## src/include/song_rom.svh

```systemverilog
`ifndef SONG_ROM_SVH
`define SONG_ROM_SVH

// Song table, indexed by song, voice, address
// Each voice holds eight words, a note index and a length in beats
localparam note_word_t SONG_TABLE [4][3][8] = '{
    '{
        '{'{6'd40, 6'd2}, '{6'd45, 6'd2}, '{6'd50, 6'd2}, '{6'd0, 6'd1},
          '{6'd53, 6'd3}, '{6'd0, 6'd0}, '{6'd0, 6'd0}, '{6'd0, 6'd0}},
        '{'{6'd20, 6'd4}, '{6'd24, 6'd4}, '{6'd30, 6'd4}, '{6'd0, 6'd0},
          '{6'd0, 6'd0}, '{6'd0, 6'd0}, '{6'd0, 6'd0}, '{6'd0, 6'd0}},
        '{'{6'd0, 6'd2}, '{6'd33, 6'd3}, '{6'd36, 6'd3}, '{6'd27, 6'd4},
          '{6'd0, 6'd0}, '{6'd0, 6'd0}, '{6'd0, 6'd0}, '{6'd0, 6'd0}}
    },
    '{
        '{'{6'd48, 6'd1}, '{6'd52, 6'd1}, '{6'd55, 6'd2}, '{6'd48, 6'd2},
          '{6'd43, 6'd2}, '{6'd0, 6'd0}, '{6'd0, 6'd0}, '{6'd0, 6'd0}},
        '{'{6'd24, 6'd2}, '{6'd26, 6'd2}, '{6'd28, 6'd2}, '{6'd31, 6'd2},
          '{6'd0, 6'd0}, '{6'd0, 6'd0}, '{6'd0, 6'd0}, '{6'd0, 6'd0}},
        '{'{6'd60, 6'd3}, '{6'd0, 6'd1}, '{6'd57, 6'd4}, '{6'd0, 6'd0},
          '{6'd0, 6'd0}, '{6'd0, 6'd0}, '{6'd0, 6'd0}, '{6'd0, 6'd0}}
    },
    '{
        '{'{6'd35, 6'd3}, '{6'd38, 6'd3}, '{6'd0, 6'd2}, '{6'd42, 6'd3},
          '{6'd0, 6'd0}, '{6'd0, 6'd0}, '{6'd0, 6'd0}, '{6'd0, 6'd0}},
        '{'{6'd17, 6'd6}, '{6'd21, 6'd6}, '{6'd0, 6'd0}, '{6'd0, 6'd0},
          '{6'd0, 6'd0}, '{6'd0, 6'd0}, '{6'd0, 6'd0}, '{6'd0, 6'd0}},
        '{'{6'd44, 6'd2}, '{6'd46, 6'd2}, '{6'd48, 6'd2}, '{6'd50, 6'd2},
          '{6'd52, 6'd2}, '{6'd54, 6'd2}, '{6'd0, 6'd0}, '{6'd0, 6'd0}}
    },
    '{
        '{'{6'd56, 6'd2}, '{6'd59, 6'd2}, '{6'd62, 6'd2}, '{6'd63, 6'd1},
          '{6'd0, 6'd0}, '{6'd0, 6'd0}, '{6'd0, 6'd0}, '{6'd0, 6'd0}},
        '{'{6'd28, 6'd3}, '{6'd30, 6'd4}, '{6'd0, 6'd0}, '{6'd0, 6'd0},
          '{6'd0, 6'd0}, '{6'd0, 6'd0}, '{6'd0, 6'd0}, '{6'd0, 6'd0}},
        '{'{6'd0, 6'd1}, '{6'd42, 6'd2}, '{6'd45, 6'd2}, '{6'd47, 6'd2},
          '{6'd0, 6'd0}, '{6'd0, 6'd0}, '{6'd0, 6'd0}, '{6'd0, 6'd0}}
    }
};

// Table lookup
// Addresses past the eighth word read as a zero word, which ends voice 0
function automatic note_word_t song_word(input song_t song, input int voice, input addr_t addr);
    if (addr[3] || voice >= NUM_VOICES) begin
        return '0;
    end
    return SONG_TABLE[song][voice][addr[2:0]];
endfunction

`endif

```

## src/hdl/music_pkg.sv

```systemverilog
package music_pkg;

    // Signed audio sample, as handed to the codec
    typedef logic signed [15:0] sample_t;

    // Note index, 0 is a rest
    typedef logic [5:0] note_t;

    // Note length in beats
    // 0 in voice 0 ends the song
    typedef logic [5:0] duration_t;

    // Song number, four songs in the table
    typedef logic [1:0] song_t;

    // Word address inside one voice of a song
    typedef logic [3:0] addr_t;

    // Voice count is fixed by the mixer scaling
    localparam int NUM_VOICES = 3;

    // Phase increment per note index step
    localparam int STEP_SCALE = 64;

    // Peak of one voice's square wave
    localparam sample_t AMPLITUDE = 16'sd8000;

    // One entry of the song table
    typedef struct packed {
        note_t     note;
        duration_t duration;
    } note_word_t;

    // One word per voice, voice 0 in the low bits
    typedef note_word_t [NUM_VOICES-1:0] voice_words_t;

    // One sample per voice
    typedef sample_t [NUM_VOICES-1:0] voice_samples_t;

    // Control unit states
    typedef enum logic [1:0] {STOPPED, PLAYING, NEXT_SONG} mcu_state_e;

endpackage

```

## src/hdl/mcu.sv

```systemverilog
`timescale 1ns/1ps

module mcu import music_pkg::*; (
    input  logic  clk,
    input  logic  arst_n,
    input  logic  play_button,
    input  logic  next_button,
    input  logic  song_done,
    output logic  play,
    output logic  reset_player,
    output song_t song
);

    mcu_state_e state;
    mcu_state_e state_next;
    logic       play_next;
    song_t      song_next;

    // Priority is song end, then next, then play toggle
    always_comb begin
        state_next = state;
        play_next  = play;
        song_next  = song;
        case (state)
            STOPPED, PLAYING: begin
                if (song_done) begin
                    // End of song stops playback and moves on
                    play_next  = 1'b0;
                    song_next  = song + 2'd1;
                    state_next = NEXT_SONG;
                end else if (next_button) begin
                    // Play level carries over to the new song
                    song_next  = song + 2'd1;
                    state_next = NEXT_SONG;
                end else if (play_button) begin
                    play_next  = !play;
                    state_next = play ? STOPPED : PLAYING;
                end
            end
            // One cycle here, the reader restarts at address 0
            NEXT_SONG: state_next = play ? PLAYING : STOPPED;
            default:   state_next = STOPPED;
        endcase
    end

    always_ff @(posedge clk or negedge arst_n) begin
        if (!arst_n) begin
            state <= STOPPED;
            play  <= 1'b0;
            song  <= '0;
        end else begin
            state <= state_next;
            play  <= play_next;
            song  <= song_next;
        end
    end

    // Reader restart pulse, also the only cycle spent in NEXT_SONG
    assign reset_player = (state == NEXT_SONG);

    // A held play button would toggle play on every cycle
    a_play_pulse: assert property (@(posedge clk) disable iff (!arst_n)
        play_button |=> !play_button);

endmodule

```

## src/hdl/beat_generator.sv

```systemverilog
`timescale 1ns/1ps

module beat_generator #(
    parameter int BEAT_COUNT = 1000
) (
    input  logic clk,
    input  logic arst_n,
    input  logic en,
    output logic beat
);

    // Counter wide enough for BEAT_COUNT-1
    localparam int CNT_W = (BEAT_COUNT > 1) ? $clog2(BEAT_COUNT) : 1;

    logic [CNT_W-1:0] count;
    logic             wrap;

    // Last pulse of a beat period
    assign wrap = (count == CNT_W'(BEAT_COUNT - 1));

    always_ff @(posedge clk or negedge arst_n) begin
        if (!arst_n) begin
            count <= '0;
        end else if (en) begin
            count <= wrap ? '0 : count + 1'b1;
        end
    end

    // Beat coincides with every BEAT_COUNT-th enable
    assign beat = en && wrap;

    // Each enable is a single sample request
    a_en_pulse: assert property (@(posedge clk) disable iff (!arst_n) en |=> !en);

endmodule

```

## src/hdl/song_reader.sv

```systemverilog
`timescale 1ns/1ps

module song_reader import music_pkg::*; (
    input  logic                  clk,
    input  logic                  arst_n,
    input  logic                  play,
    input  song_t                 song,
    input  logic                  reset_player,
    input  logic [NUM_VOICES-1:0] done_with_note,
    output logic [NUM_VOICES-1:0] load_new_note,
    output voice_words_t          note_words,
    output logic                  song_done
);

    `include "song_rom.svh"

    // Address of the word each voice is playing
    addr_t [NUM_VOICES-1:0] addr;
    // Voice has its current word loaded
    logic [NUM_VOICES-1:0]  started;
    // Song end seen, hold off until the next restart
    logic                   finished;

    addr_t [NUM_VOICES-1:0] fetch_addr;
    voice_words_t           fetch_word;
    logic [NUM_VOICES-1:0]  want_load;
    logic                   end_of_song;

    always_comb begin
        for (int v = 0; v < NUM_VOICES; v++) begin
            // First load uses the held address, later ones step forward
            fetch_addr[v] = started[v] ? addr[v] + 4'd1 : addr[v];
            fetch_word[v] = song_word(song, v, fetch_addr[v]);
            want_load[v]  = play && !finished && (!started[v] || done_with_note[v]);
        end
        // Zero length in voice 0 marks the end
        end_of_song = want_load[0] && (fetch_word[0].duration == '0);
    end

    always_ff @(posedge clk or negedge arst_n) begin
        if (!arst_n) begin
            addr          <= '0;
            started       <= '0;
            finished      <= 1'b0;
            load_new_note <= '0;
            song_done     <= 1'b0;
        end else begin
            load_new_note <= '0;
            song_done     <= 1'b0;
            if (reset_player) begin
                addr     <= '0;
                started  <= '0;
                finished <= 1'b0;
            end else if (!play) begin
                // Pause keeps addresses, resume reloads the same words
                started <= '0;
            end else if (end_of_song) begin
                finished  <= 1'b1;
                started   <= '0;
                song_done <= 1'b1;
            end else begin
                for (int v = 0; v < NUM_VOICES; v++) begin
                    if (want_load[v]) begin
                        addr[v]          <= fetch_addr[v];
                        started[v]       <= 1'b1;
                        load_new_note[v] <= 1'b1;
                    end
                end
            end
        end
    end

    // Words only matter together with their load strobe
    always_ff @(posedge clk) begin
        for (int v = 0; v < NUM_VOICES; v++) begin
            if (want_load[v]) begin
                note_words[v] <= fetch_word[v];
            end
        end
    end

    // All voices stay quiet after the end of a song until a restart
    a_no_load_after_end: assert property (@(posedge clk) disable iff (!arst_n)
        song_done |=> load_new_note == '0);

endmodule

```

## src/hdl/note_player.sv

```systemverilog
`timescale 1ns/1ps

module note_player import music_pkg::*; (
    input  logic       clk,
    input  logic       arst_n,
    input  logic       play_enable,
    input  note_word_t note_word,
    input  logic       load_new_note,
    input  logic       beat,
    input  logic       generate_next_sample,
    output logic       done_with_note,
    output sample_t    sample_out,
    output logic       new_sample_ready
);

    // Word being played
    note_word_t  word_q;
    // Phase accumulator, top bit picks the half wave
    logic [15:0] phase;
    logic [15:0] phase_step;
    logic [15:0] phase_next;
    duration_t   beat_cnt;
    logic        counting;

    // Pitch grows linearly with the note index
    assign phase_step = 16'(word_q.note * STEP_SCALE);
    assign phase_next = phase + phase_step;

    // Stop counting once the length is reached, a zero length never ends
    assign counting = play_enable && beat && (beat_cnt != word_q.duration);

    always_ff @(posedge clk or negedge arst_n) begin
        if (!arst_n) begin
            word_q           <= '0;
            phase            <= '0;
            beat_cnt         <= '0;
            done_with_note   <= 1'b0;
            new_sample_ready <= 1'b0;
        end else begin
            done_with_note   <= 1'b0;
            new_sample_ready <= generate_next_sample;
            if (load_new_note) begin
                // New note starts at phase 0 with no beats played
                word_q   <= note_word;
                phase    <= '0;
                beat_cnt <= '0;
            end else begin
                if (generate_next_sample && play_enable) begin
                    phase <= phase_next;
                end
                if (counting) begin
                    beat_cnt       <= beat_cnt + 6'd1;
                    done_with_note <= (beat_cnt + 6'd1 == word_q.duration);
                end
            end
        end
    end

    // Square wave sample for the advanced phase
    // Silent on a rest or while paused
    always_ff @(posedge clk) begin
        if (generate_next_sample) begin
            if (!play_enable || word_q.note == '0) begin
                sample_out <= '0;
            end else if (phase_next[15]) begin
                sample_out <= -AMPLITUDE;
            end else begin
                sample_out <= AMPLITUDE;
            end
        end
    end

endmodule

```

## src/hdl/codec_conditioner.sv

```systemverilog
`timescale 1ns/1ps

module codec_conditioner import music_pkg::*; (
    input  logic           clk,
    input  logic           arst_n,
    input  logic           new_frame,
    input  voice_samples_t voice_samples,
    input  logic           latch_new_sample_in,
    output logic           generate_next_sample,
    output sample_t        valid_sample
);

    sample_t mix;
    // Mix waiting for the next frame
    sample_t latched;

    // Each voice scaled by four before the sum, so three voices never overflow
    always_comb begin
        mix = '0;
        for (int i = 0; i < NUM_VOICES; i++) begin
            mix = mix + (sample_t'(voice_samples[i]) >>> 2);
        end
    end

    always_ff @(posedge clk or negedge arst_n) begin
        if (!arst_n) begin
            generate_next_sample <= 1'b0;
            latched              <= '0;
            valid_sample         <= '0;
        end else begin
            // Request the next sample right after a frame
            generate_next_sample <= new_frame;
            if (latch_new_sample_in) begin
                latched <= mix;
            end
            // Codec sees last frame's mix
            if (new_frame) begin
                valid_sample <= latched;
            end
        end
    end

    // Voices advance once per request
    a_gen_pulse: assert property (@(posedge clk) disable iff (!arst_n)
        generate_next_sample |=> !generate_next_sample);

endmodule

```

## src/hdl/music_player.sv

```systemverilog
`timescale 1ns/1ps

module music_player import music_pkg::*; #(
    // Lower in simulation for shorter beats
    parameter int BEAT_COUNT = 1000
) (
    input  logic    clk,
    input  logic    arst_n,
    input  logic    play_button,
    input  logic    next_button,
    input  logic    new_frame,
    output logic    new_sample_generated,
    output sample_t sample_out
);

    logic                  play;
    logic                  reset_player;
    logic                  song_done;
    logic                  beat;
    song_t                 song;
    logic [NUM_VOICES-1:0] load_new_note;
    logic [NUM_VOICES-1:0] done_with_note;
    logic [NUM_VOICES-1:0] sample_ready;
    voice_words_t          note_words;
    voice_samples_t        voice_samples;

    // Play state and song selection
    mcu i_mcu (
        .clk          (clk),
        .arst_n       (arst_n),
        .play_button  (play_button),
        .next_button  (next_button),
        .song_done    (song_done),
        .play         (play),
        .reset_player (reset_player),
        .song         (song)
    );

    // Only the reader is restarted, voices keep their last word
    song_reader i_song_reader (
        .clk            (clk),
        .arst_n         (arst_n),
        .play           (play),
        .song           (song),
        .reset_player   (reset_player),
        .done_with_note (done_with_note),
        .load_new_note  (load_new_note),
        .note_words     (note_words),
        .song_done      (song_done)
    );

    // Sample request doubles as the beat divider enable
    beat_generator #(
        .BEAT_COUNT (BEAT_COUNT)
    ) i_beat_generator (
        .clk    (clk),
        .arst_n (arst_n),
        .en     (new_sample_generated),
        .beat   (beat)
    );

    for (genvar v = 0; v < NUM_VOICES; v++) begin : g_voice
        note_player i_note_player (
            .clk                  (clk),
            .arst_n               (arst_n),
            .play_enable          (play),
            .note_word            (note_words[v]),
            .load_new_note        (load_new_note[v]),
            .beat                 (beat),
            .generate_next_sample (new_sample_generated),
            .done_with_note       (done_with_note[v]),
            .sample_out           (voice_samples[v]),
            .new_sample_ready     (sample_ready[v])
        );
    end

    // All voices strobe ready in the same cycle
    codec_conditioner i_codec_conditioner (
        .clk                  (clk),
        .arst_n               (arst_n),
        .new_frame            (new_frame),
        .voice_samples        (voice_samples),
        .latch_new_sample_in  (&sample_ready),
        .generate_next_sample (new_sample_generated),
        .valid_sample         (sample_out)
    );

endmodule

```

## config.mk

```make
export PLATFORM = sky130hd
export DESIGN_NAME = music_player
export DESIGN_NICKNAME = d
export VERILOG_FILES = /design/src/hdl/music_pkg.sv /design/src/hdl/mcu.sv /design/src/hdl/beat_generator.sv /design/src/hdl/song_reader.sv /design/src/hdl/note_player.sv /design/src/hdl/codec_conditioner.sv /design/src/hdl/music_player.sv
export VERILOG_INCLUDE_DIRS = /design/src /design/src/include
export SDC_FILE = /design/constraint.sdc
export NUM_CORES = 1
export LEC_CHECK = 0
export BUFFER_PORTS_ARGS = -buffer_cell sky130_fd_sc_hd__buf_2
export CAP_MARGIN = 20
export CORE_MARGIN = 4
export CORE_UTILIZATION = 58
export CTS_CLUSTER_DIAMETER = 120
export DETAILED_ROUTE_END_ITERATION = 12
export PLACE_DENSITY = 0.75
export RECOVER_POWER = 25
export SYNTH_ARGS = -nofsm -noshare
export SYNTH_HDL_FRONTEND = slang
export SYNTH_SLANG_ARGS = --single-unit
```

## constraint.sdc

```tcl
create_clock -name clk -period 3.5 [get_ports clk]
set_clock_uncertainty 0.2 [all_clocks]
set_input_delay 0.875 -clock clk [delete_from_list [all_inputs] [get_ports clk]]
set_output_delay 0.875 -clock clk [all_outputs]
set_load 0.02 [all_outputs]
```

# Word level (Yosys, flattened, before mapping)
# Index checks and enable logic that the tools add are counted.
# W data, S select, Z words.
[totals] reg_bits=258 in_bits=5 wordCells=205
[op_classes] addsub=13 magnitude_cmp=4 eq_ne=15 mux=81 bitwise_logic=4 reduce_logical=47
[ops] cell="$bmux W288 S2" count=1
[ops] cell="$mux W288" count=2
[ops] cell="$mux W12" count=15
[ops] cell="$mux W16" count=9
[ops] cell="$bmux W12 S3" count=3
[ops] cell="$add A16 B12 Y16" count=3
[ops] cell="$mux W6" count=6
[ops] cell="$mux W1" count=26
[ops] cell="$reduce_bool A2 Y1" count=13
[ops] cell="$logic_not A6 Y1" count=4
[ops] cell="$mux W4" count=6
[ops] cell="$add A6 B1 Y6 const B" count=3
[ops] cell="$eq A6 B6 Y1" count=3
[ops] cell="$mux W3" count=6
[ops] cell="$ne A6 B6 Y1" count=3
[ops] cell="$add A15 B14 Y16" count=1
[ops] cell="$add A14 B14 Y15" count=1
[ops] cell="$add A4 B1 Y4 const B" count=3
[ops] cell="$ge A4 B4 Y1 const B" count=3
[ops] cell="$ne A4 B2 Y1 const B" count=3
[ops] cell="$not A3 Y4" count=3
[ops] cell="$reduce_and A3 Y1" count=4
[ops] cell="$logic_and A1 B1 Y1" count=11
[ops] cell="$add A10 B1 Y10 const B" count=1
[ops] cell="other kinds (17)" count=31

# Logic depth before layout (Yosys ltp)
[depth] depth_word=13 depth_mapped=11 mapped_depth_nobuf=10

# Cells and area by module
# Synthesis repeated with hierarchy kept, for this count alone.
[unflattened] hier_cells=1110 hier_area_um2=11623.6
[by_module_without_submodules] mod="note_player" instances=3 cells_each=176 area_per_inst_um2=1913.1 seq_area_each_um2=840.8
[by_module_without_submodules] mod="song_reader" instances=1 cells_each=317 area_per_inst_um2=2940.3 seq_area_each_um2=1251.2
[by_module_without_submodules] mod="codec_conditioner" instances=1 cells_each=194 area_per_inst_um2=2199.6 seq_area_each_um2=825.8
[by_module_without_submodules] mod="beat_generator" instances=1 cells_each=51 area_per_inst_um2=506.7 seq_area_each_um2=250.2
[by_module_without_submodules] mod="mcu" instances=1 cells_each=19 area_per_inst_um2=231.5 seq_area_each_um2=125.1
[by_module_without_submodules] mod="music_player" instances=1 cells_each=1 area_per_inst_um2=6.3 seq_area_each_um2=0.0

# Worst setup path before layout
# OpenSTA, ideal clock, no wires.
[synth_timing] path_kind="register to register" from="reg g_voice[0].i_note_player.sample_out[14]" to="reg i_codec_conditioner.latched[13]" setup_time_ps=77 arrival_time_ps=2503 required_time_ps=3223 path_slack_ps=720 stages_incl_launch_ff=9 path_cell_list="edfxtp_1 > fa_1 > ha_1 > fa_1 > fa_1 > a31o_2 > a21oi_1 > nor2_1 > a21oi_1"
[synth_via] elab_chain_len=2
[synth_lines] item="from (decl)" line="note_player.sv:12" source="output sample_t sample_out,"
[synth_lines] item="from (signal assigned)" line="note_player.sv:66" source="sample_out <= -AMPLITUDE;"
[synth_lines] item="$add A14 B14 Y15" line="codec_conditioner.sv:21" source="mix = mix + (sample_t'(voice_samples[i]) >>> 2);"
[synth_lines] item="$add A15 B14 Y16" line="codec_conditioner.sv:21"
[synth_lines] item="to (signal assigned)" line="codec_conditioner.sv:34" source="latched <= mix;"
[synth_lines] item="to (decl)" line="codec_conditioner.sv:15" source="sample_t latched;"
# No other way between the ends.
# A chain may end at the register's enable or synchronous reset.

# Worst setup path after layout
[layout_timing] from="reg i_mcu.song[0]" to="reg i_song_reader.addr[8] (netlist bit)"
[layout_via] elab_chain_len=12
[layout_lines] item="from (decl)" line="mcu.sv:11" source="output song_t song"
[layout_lines] item="from (signal assigned)" line="mcu.sv:54" source="song <= song_next;"
[layout_lines] item="$not A2 Y3 (implied by the code)" line="song_rom.svh:47" source="return SONG_TABLE[song][voice][addr[2:0]];"
[layout_lines] item="$bmux W288 S2" line="song_rom.svh:47"
[layout_lines] item="$mux W288 (2 in series)"
[layout_lines] item="$bmux W12 S3" line="song_rom.svh:47"
[layout_lines] item="$mux W12 (implied by the code) (2 in series)" line="song_rom.svh:47"
[layout_lines] item="$mux W12" line="song_rom.svh:47"
[layout_lines] item="$logic_not A6 Y1" line="song_reader.sv:37" source="end_of_song = want_load[0] && (fetch_word[0].duration == '0);"
[layout_lines] item="$logic_and A1 B1 Y1" line="song_reader.sv:37"
[layout_lines] item="$ne A2 B2 Y1 (no line)"
[layout_lines] item="$reduce_and A3 Y1 (no line)"
[layout_lines] item="to (signal, indexed assignment)" line="song_reader.sv:64" source="addr[v] <= fetch_addr[v];"
[layout_lines] item="to (decl)" line="song_reader.sv:18" source="addr_t [NUM_VOICES-1:0] addr;"
# No other way between the ends. The select of a mux whose other input is x is not followed.

==> flow_summary_export.csv <==
group,metric,value,unit
run_status,status,"complete, but fails checks",
run_status,violations,"capacitance limit, slew limit",
critical_path,path_class,"flop to flop",
clock_network,cts-buffers-inserted,17,
yosys,syn_area,9165,um^2
clock_network,cts.clk_slew.worst_paths,0.07,ns
final_layout,diodes,0,
critical_path,path_max_fanout,15,
clock_network,post_cts_resized,0,
global_routing,grt_max_degree,67,
placement,place_hpwl,11760,um
global_routing,first_global_vias,6230,
yosys,yosysUniqueCellTypes,64,
yosys,synth_warnings,0,
hold_path,hp-class,"flop to flop",
clock_network,cts-root-buf,"clkbuf_16",
flow_run,maxCapViolations,1,
critical_path,worstReg2RegEnd,"i_song_reader.addr[8]",
yosys,synthAdderAreaFrac,6.744,%
clock_network,clock-sinks,171,
sta,fin_hold_ws,0.2549,ns
placement,gp_congestion,0.8501,
yosys,synth_cells,890,
sta,slew_headroom,-11.56,%
yosys,avgSynthCellArea,10.30,um^2
pwr,vdd_drop_max,0.0006742,V
yosys,synth_mux_area_share,6.498,%
final_layout,seqCellArea,4449,um^2
critical_path,start_kind,"flop",
drt,via_count,6444,
clock_network,cts_tree,"done",
final_layout,nets,951,
hold_path,hp-start,"i_song_reader.note_words[7]",
clock_network,cts.htree.levels,4,
drt,drtIter0Drc,469,
placement,placedCellCount,1093,
sta,drv_slew,66,
critical_path,worstPathArrival,3.09,ns
sta,period_share,85.01,%
pwr,power.density,854.4,nW/um^2
final_layout,fillers,1242,
critical_path,cp.required,3.62,ns
drt,ant_nets,0,
yosys,ys_seq_area_share,48.55,%
yosys,yosys.area_share.simple,15.24,%
drt,wl_per_cell,15.16,um
final_layout,fin_cells,1126,
critical_path,r2r_setup_slack,0.52,ns
critical_path,ff2ff_path_depth,7,
final_layout,drive_above_1_share,12.35,%
final_layout,multiInputGateArea,4373,um^2
sta,fmax,336.1,MHz
sta,finalSetupViolCount,0,
hold_path,min_path_cells,2,
yosys,yosys.area.top_type_share,37.41,%
yosys,ys.flop_type,"dfrtp_1",
die,start_util,59.84,%
pwr,total_power,0.008592,W
yosys,synth-edff-count,34,
clock_network,clk_latency,0.44,ns
die,fp.dieH,133.7,um
global_routing,grt_pass1_wl,30000,um
final_layout,syn_to_final_growth,9.720,%
global_routing,grt_use_total,20.50,%
clock_network,hold_buffers,0,
yosys,synthArstFlopShare,80.12,%
die,dieArea,17880,um^2
die,num_io_pins,22,
sta,rsz0062_at_grt,"no",
sta,hold_viol,0,
die,row_count,45,
yosys,synth_area_leader_cell,"dfrtp_1",
yosys,netlist_top_cells_area,"dfrtp_1 37%, edfxtp_1 11%, mux2_2 5.4%",
sta,setup-tns-final,0,ns
drt,avgViaCountPerCell,5.723,
critical_path,cp-end-kind,"flop",
pwr,leakagePower,4.354,nW
placement,portBuffers,17,
yosys,ys_ff_latch,171,
die,core,15310,um^2
die,die_w,133.7,um
global_routing,grt-ovfl-total,0,
drt,drc,0,
drt,wl,17070,um
hold_path,hold-path-endpoint,"g_voice[0].i_note_player.word_q[7]",
sta,fin_crit,2.975,ns
clock_network,postCtsSetupRepairBufs,0,
drt,dr.pass1.iters,5,
global_routing,antenna_found_initial,0,
yosys,synth_top_family_by_area,"simple AND/OR/NAND/NOR gates",
critical_path,r2r_start,"i_mcu.song[0]",
yosys,synth_compound_area_share,13.05,%
yosys,synth_xor_area_share,6.020,%
sta,worst_pin_slew,1.673,ns
clock_network,clk_path_buf_depth,2,
sequential cells by signal, summed over array words and instances, names as in the netlist:
| register | count |
|---|---|
| g_voice.i_note_player.phase | 30 |
| g_voice.i_note_player.word_q | 25 |
| i_song_reader.note_words | 25 |
| g_voice.i_note_player.beat_cnt | 18 |
| i_codec_conditioner.latched | 12 |
| i_codec_conditioner.valid_sample | 12 |
| i_song_reader.addr | 12 |
| i_beat_generator.count | 10 |
| g_voice.i_note_player.sample_out | 9 |
| g_voice.i_note_player.done_with_note | 3 |
| i_song_reader.load_new_note | 3 |
| i_song_reader.started | 3 |
| i_mcu.song | 2 |
| i_mcu.state | 2 |
| g_voice.i_note_player.new_sample_ready | 1 |
| i_codec_conditioner.generate_next_sample | 1 |
| i_mcu.play | 1 |
| i_song_reader.finished | 1 |
| i_song_reader.song_done | 1 |
logic make-up (layout without fill, tap and decap cells):
logic type      Yosys count  count (layout)
simple gates            282             282
compound gates          191             191
flops                   171             171
buf+inv                  84             106
xor+xnor                 63              63
mux                      54              54
fa+ha+maj                44              44
other cells               1               4
layer usage:
| layer | vias up | track usage (%) | routed length (um) |
|---|---|---|---|
| met2 | 121 | 32.37 | 8037 |
| met1 | 3115 | 28.19 | 8036 |
| met5 | - | 0 | 0 |
| li1 | 3173 | - | - |
| met4 | 0 | 7.371 | 362 |
| met3 | 35 | 4.381 | 630 |
layout make-up:
type / instances / area share [%]
clock buffer: 20 / 4.865
clock inverter: 12 / 1.244
inverter: 42 / 1.568
multi-input combinational: 638 / 43.49
sequential: 171 / 44.25
tap: 211 / 2.625
timing repair buffer: 32 / 1.966
worst max-delay path: stages (launching register included):
cell	delay [ns]
dfrtp_1	0.56
inv_1	0.17
ha_1	0.58
mux2i_1	0.14
o31a_1	0.34
a21oi_1	0.30
nor2_1	0.18
o41ai_1	0.39
worst max-delay path by stage:
stage                                                       start  cells after the start                              end  slack (ns)
after floorplan           g_voice[0].i_note_player.sample_out[14]                      8  i_codec_conditioner.latched[13]        0.72
final                                               i_mcu.song[0]                      7            i_song_reader.addr[8]        0.52
after global routing                                i_mcu.song[0]                      7            i_song_reader.addr[8]        0.34
after detailed placement  g_voice[0].i_note_player.sample_out[14]                      8  i_codec_conditioner.latched[13]        0.57
after global placement    g_voice[0].i_note_player.sample_out[14]                      8  i_codec_conditioner.latched[13]        0.66
after CTS                 g_voice[0].i_note_player.sample_out[14]                      8  i_codec_conditioner.latched[13]        0.54
layout by cell type, fill, tap and decap left out, types with 7 or more instances in the layout:
cell type / n
a21o_1: 9
a21oi_1: 71
a31oi_1: 7
and3_1: 8
buf_2: 14
buf_4: 11
clkbuf_16: 19
dfrtp_1: 137
edfxtp_1: 34
fa_1: 9
ha_1: 35
inv_1: 42
mux2_2: 44
mux2i_1: 10
nand2_1: 66
nand3_1: 17
nand4_1: 14
nor2_1: 80
nor2b_1: 21
nor3_1: 23
o21ai_0: 47
o31ai_1: 7
or3_1: 9
or4_1: 11
xnor2_1: 34
xor2_1: 29
through the flow:
step	cell area [um^2]	utilization [%]	setup slack (ns)
final	10060	65.66	0.5248
after CTS	10080	65.82	0.5382
after floorplan	9176	-	0.7201
after global routing	10060	65.66	0.3353
after global placement	9465	61.81	0.6637
after detailed placement	9465	61.81	0.5737
synthesized netlist by cell type, types with 8 or more instances:
| library cell | number |
|---|---|
| dfrtp_1 | 137 |
| or4_1 | 11 |
| inv_1 | 42 |
| and3_1 | 8 |
| edfxtp_1 | 34 |
| mux2i_1 | 10 |
| a21o_1 | 9 |
| clkbuf_1 | 29 |
| nor2_1 | 80 |
| nor2b_1 | 21 |
| nand3_1 | 17 |
| or3_1 | 9 |
| ha_1 | 35 |
| xnor2_1 | 34 |
| fa_1 | 9 |
| mux2_2 | 44 |
| o21ai_0 | 47 |
| a21oi_1 | 71 |
| nor3_1 | 23 |
| xor2_1 | 29 |
| nand2_1 | 66 |
| nand4_1 | 14 |
power by group:
group	switching [W]	internal, W
sequential	0.000504	0.00280
clock	0.000873	0.00106
combinational	0.00193	0.00143
total	0.00331	0.00529
Note: power is estimated with default switching activity, not from simulation.
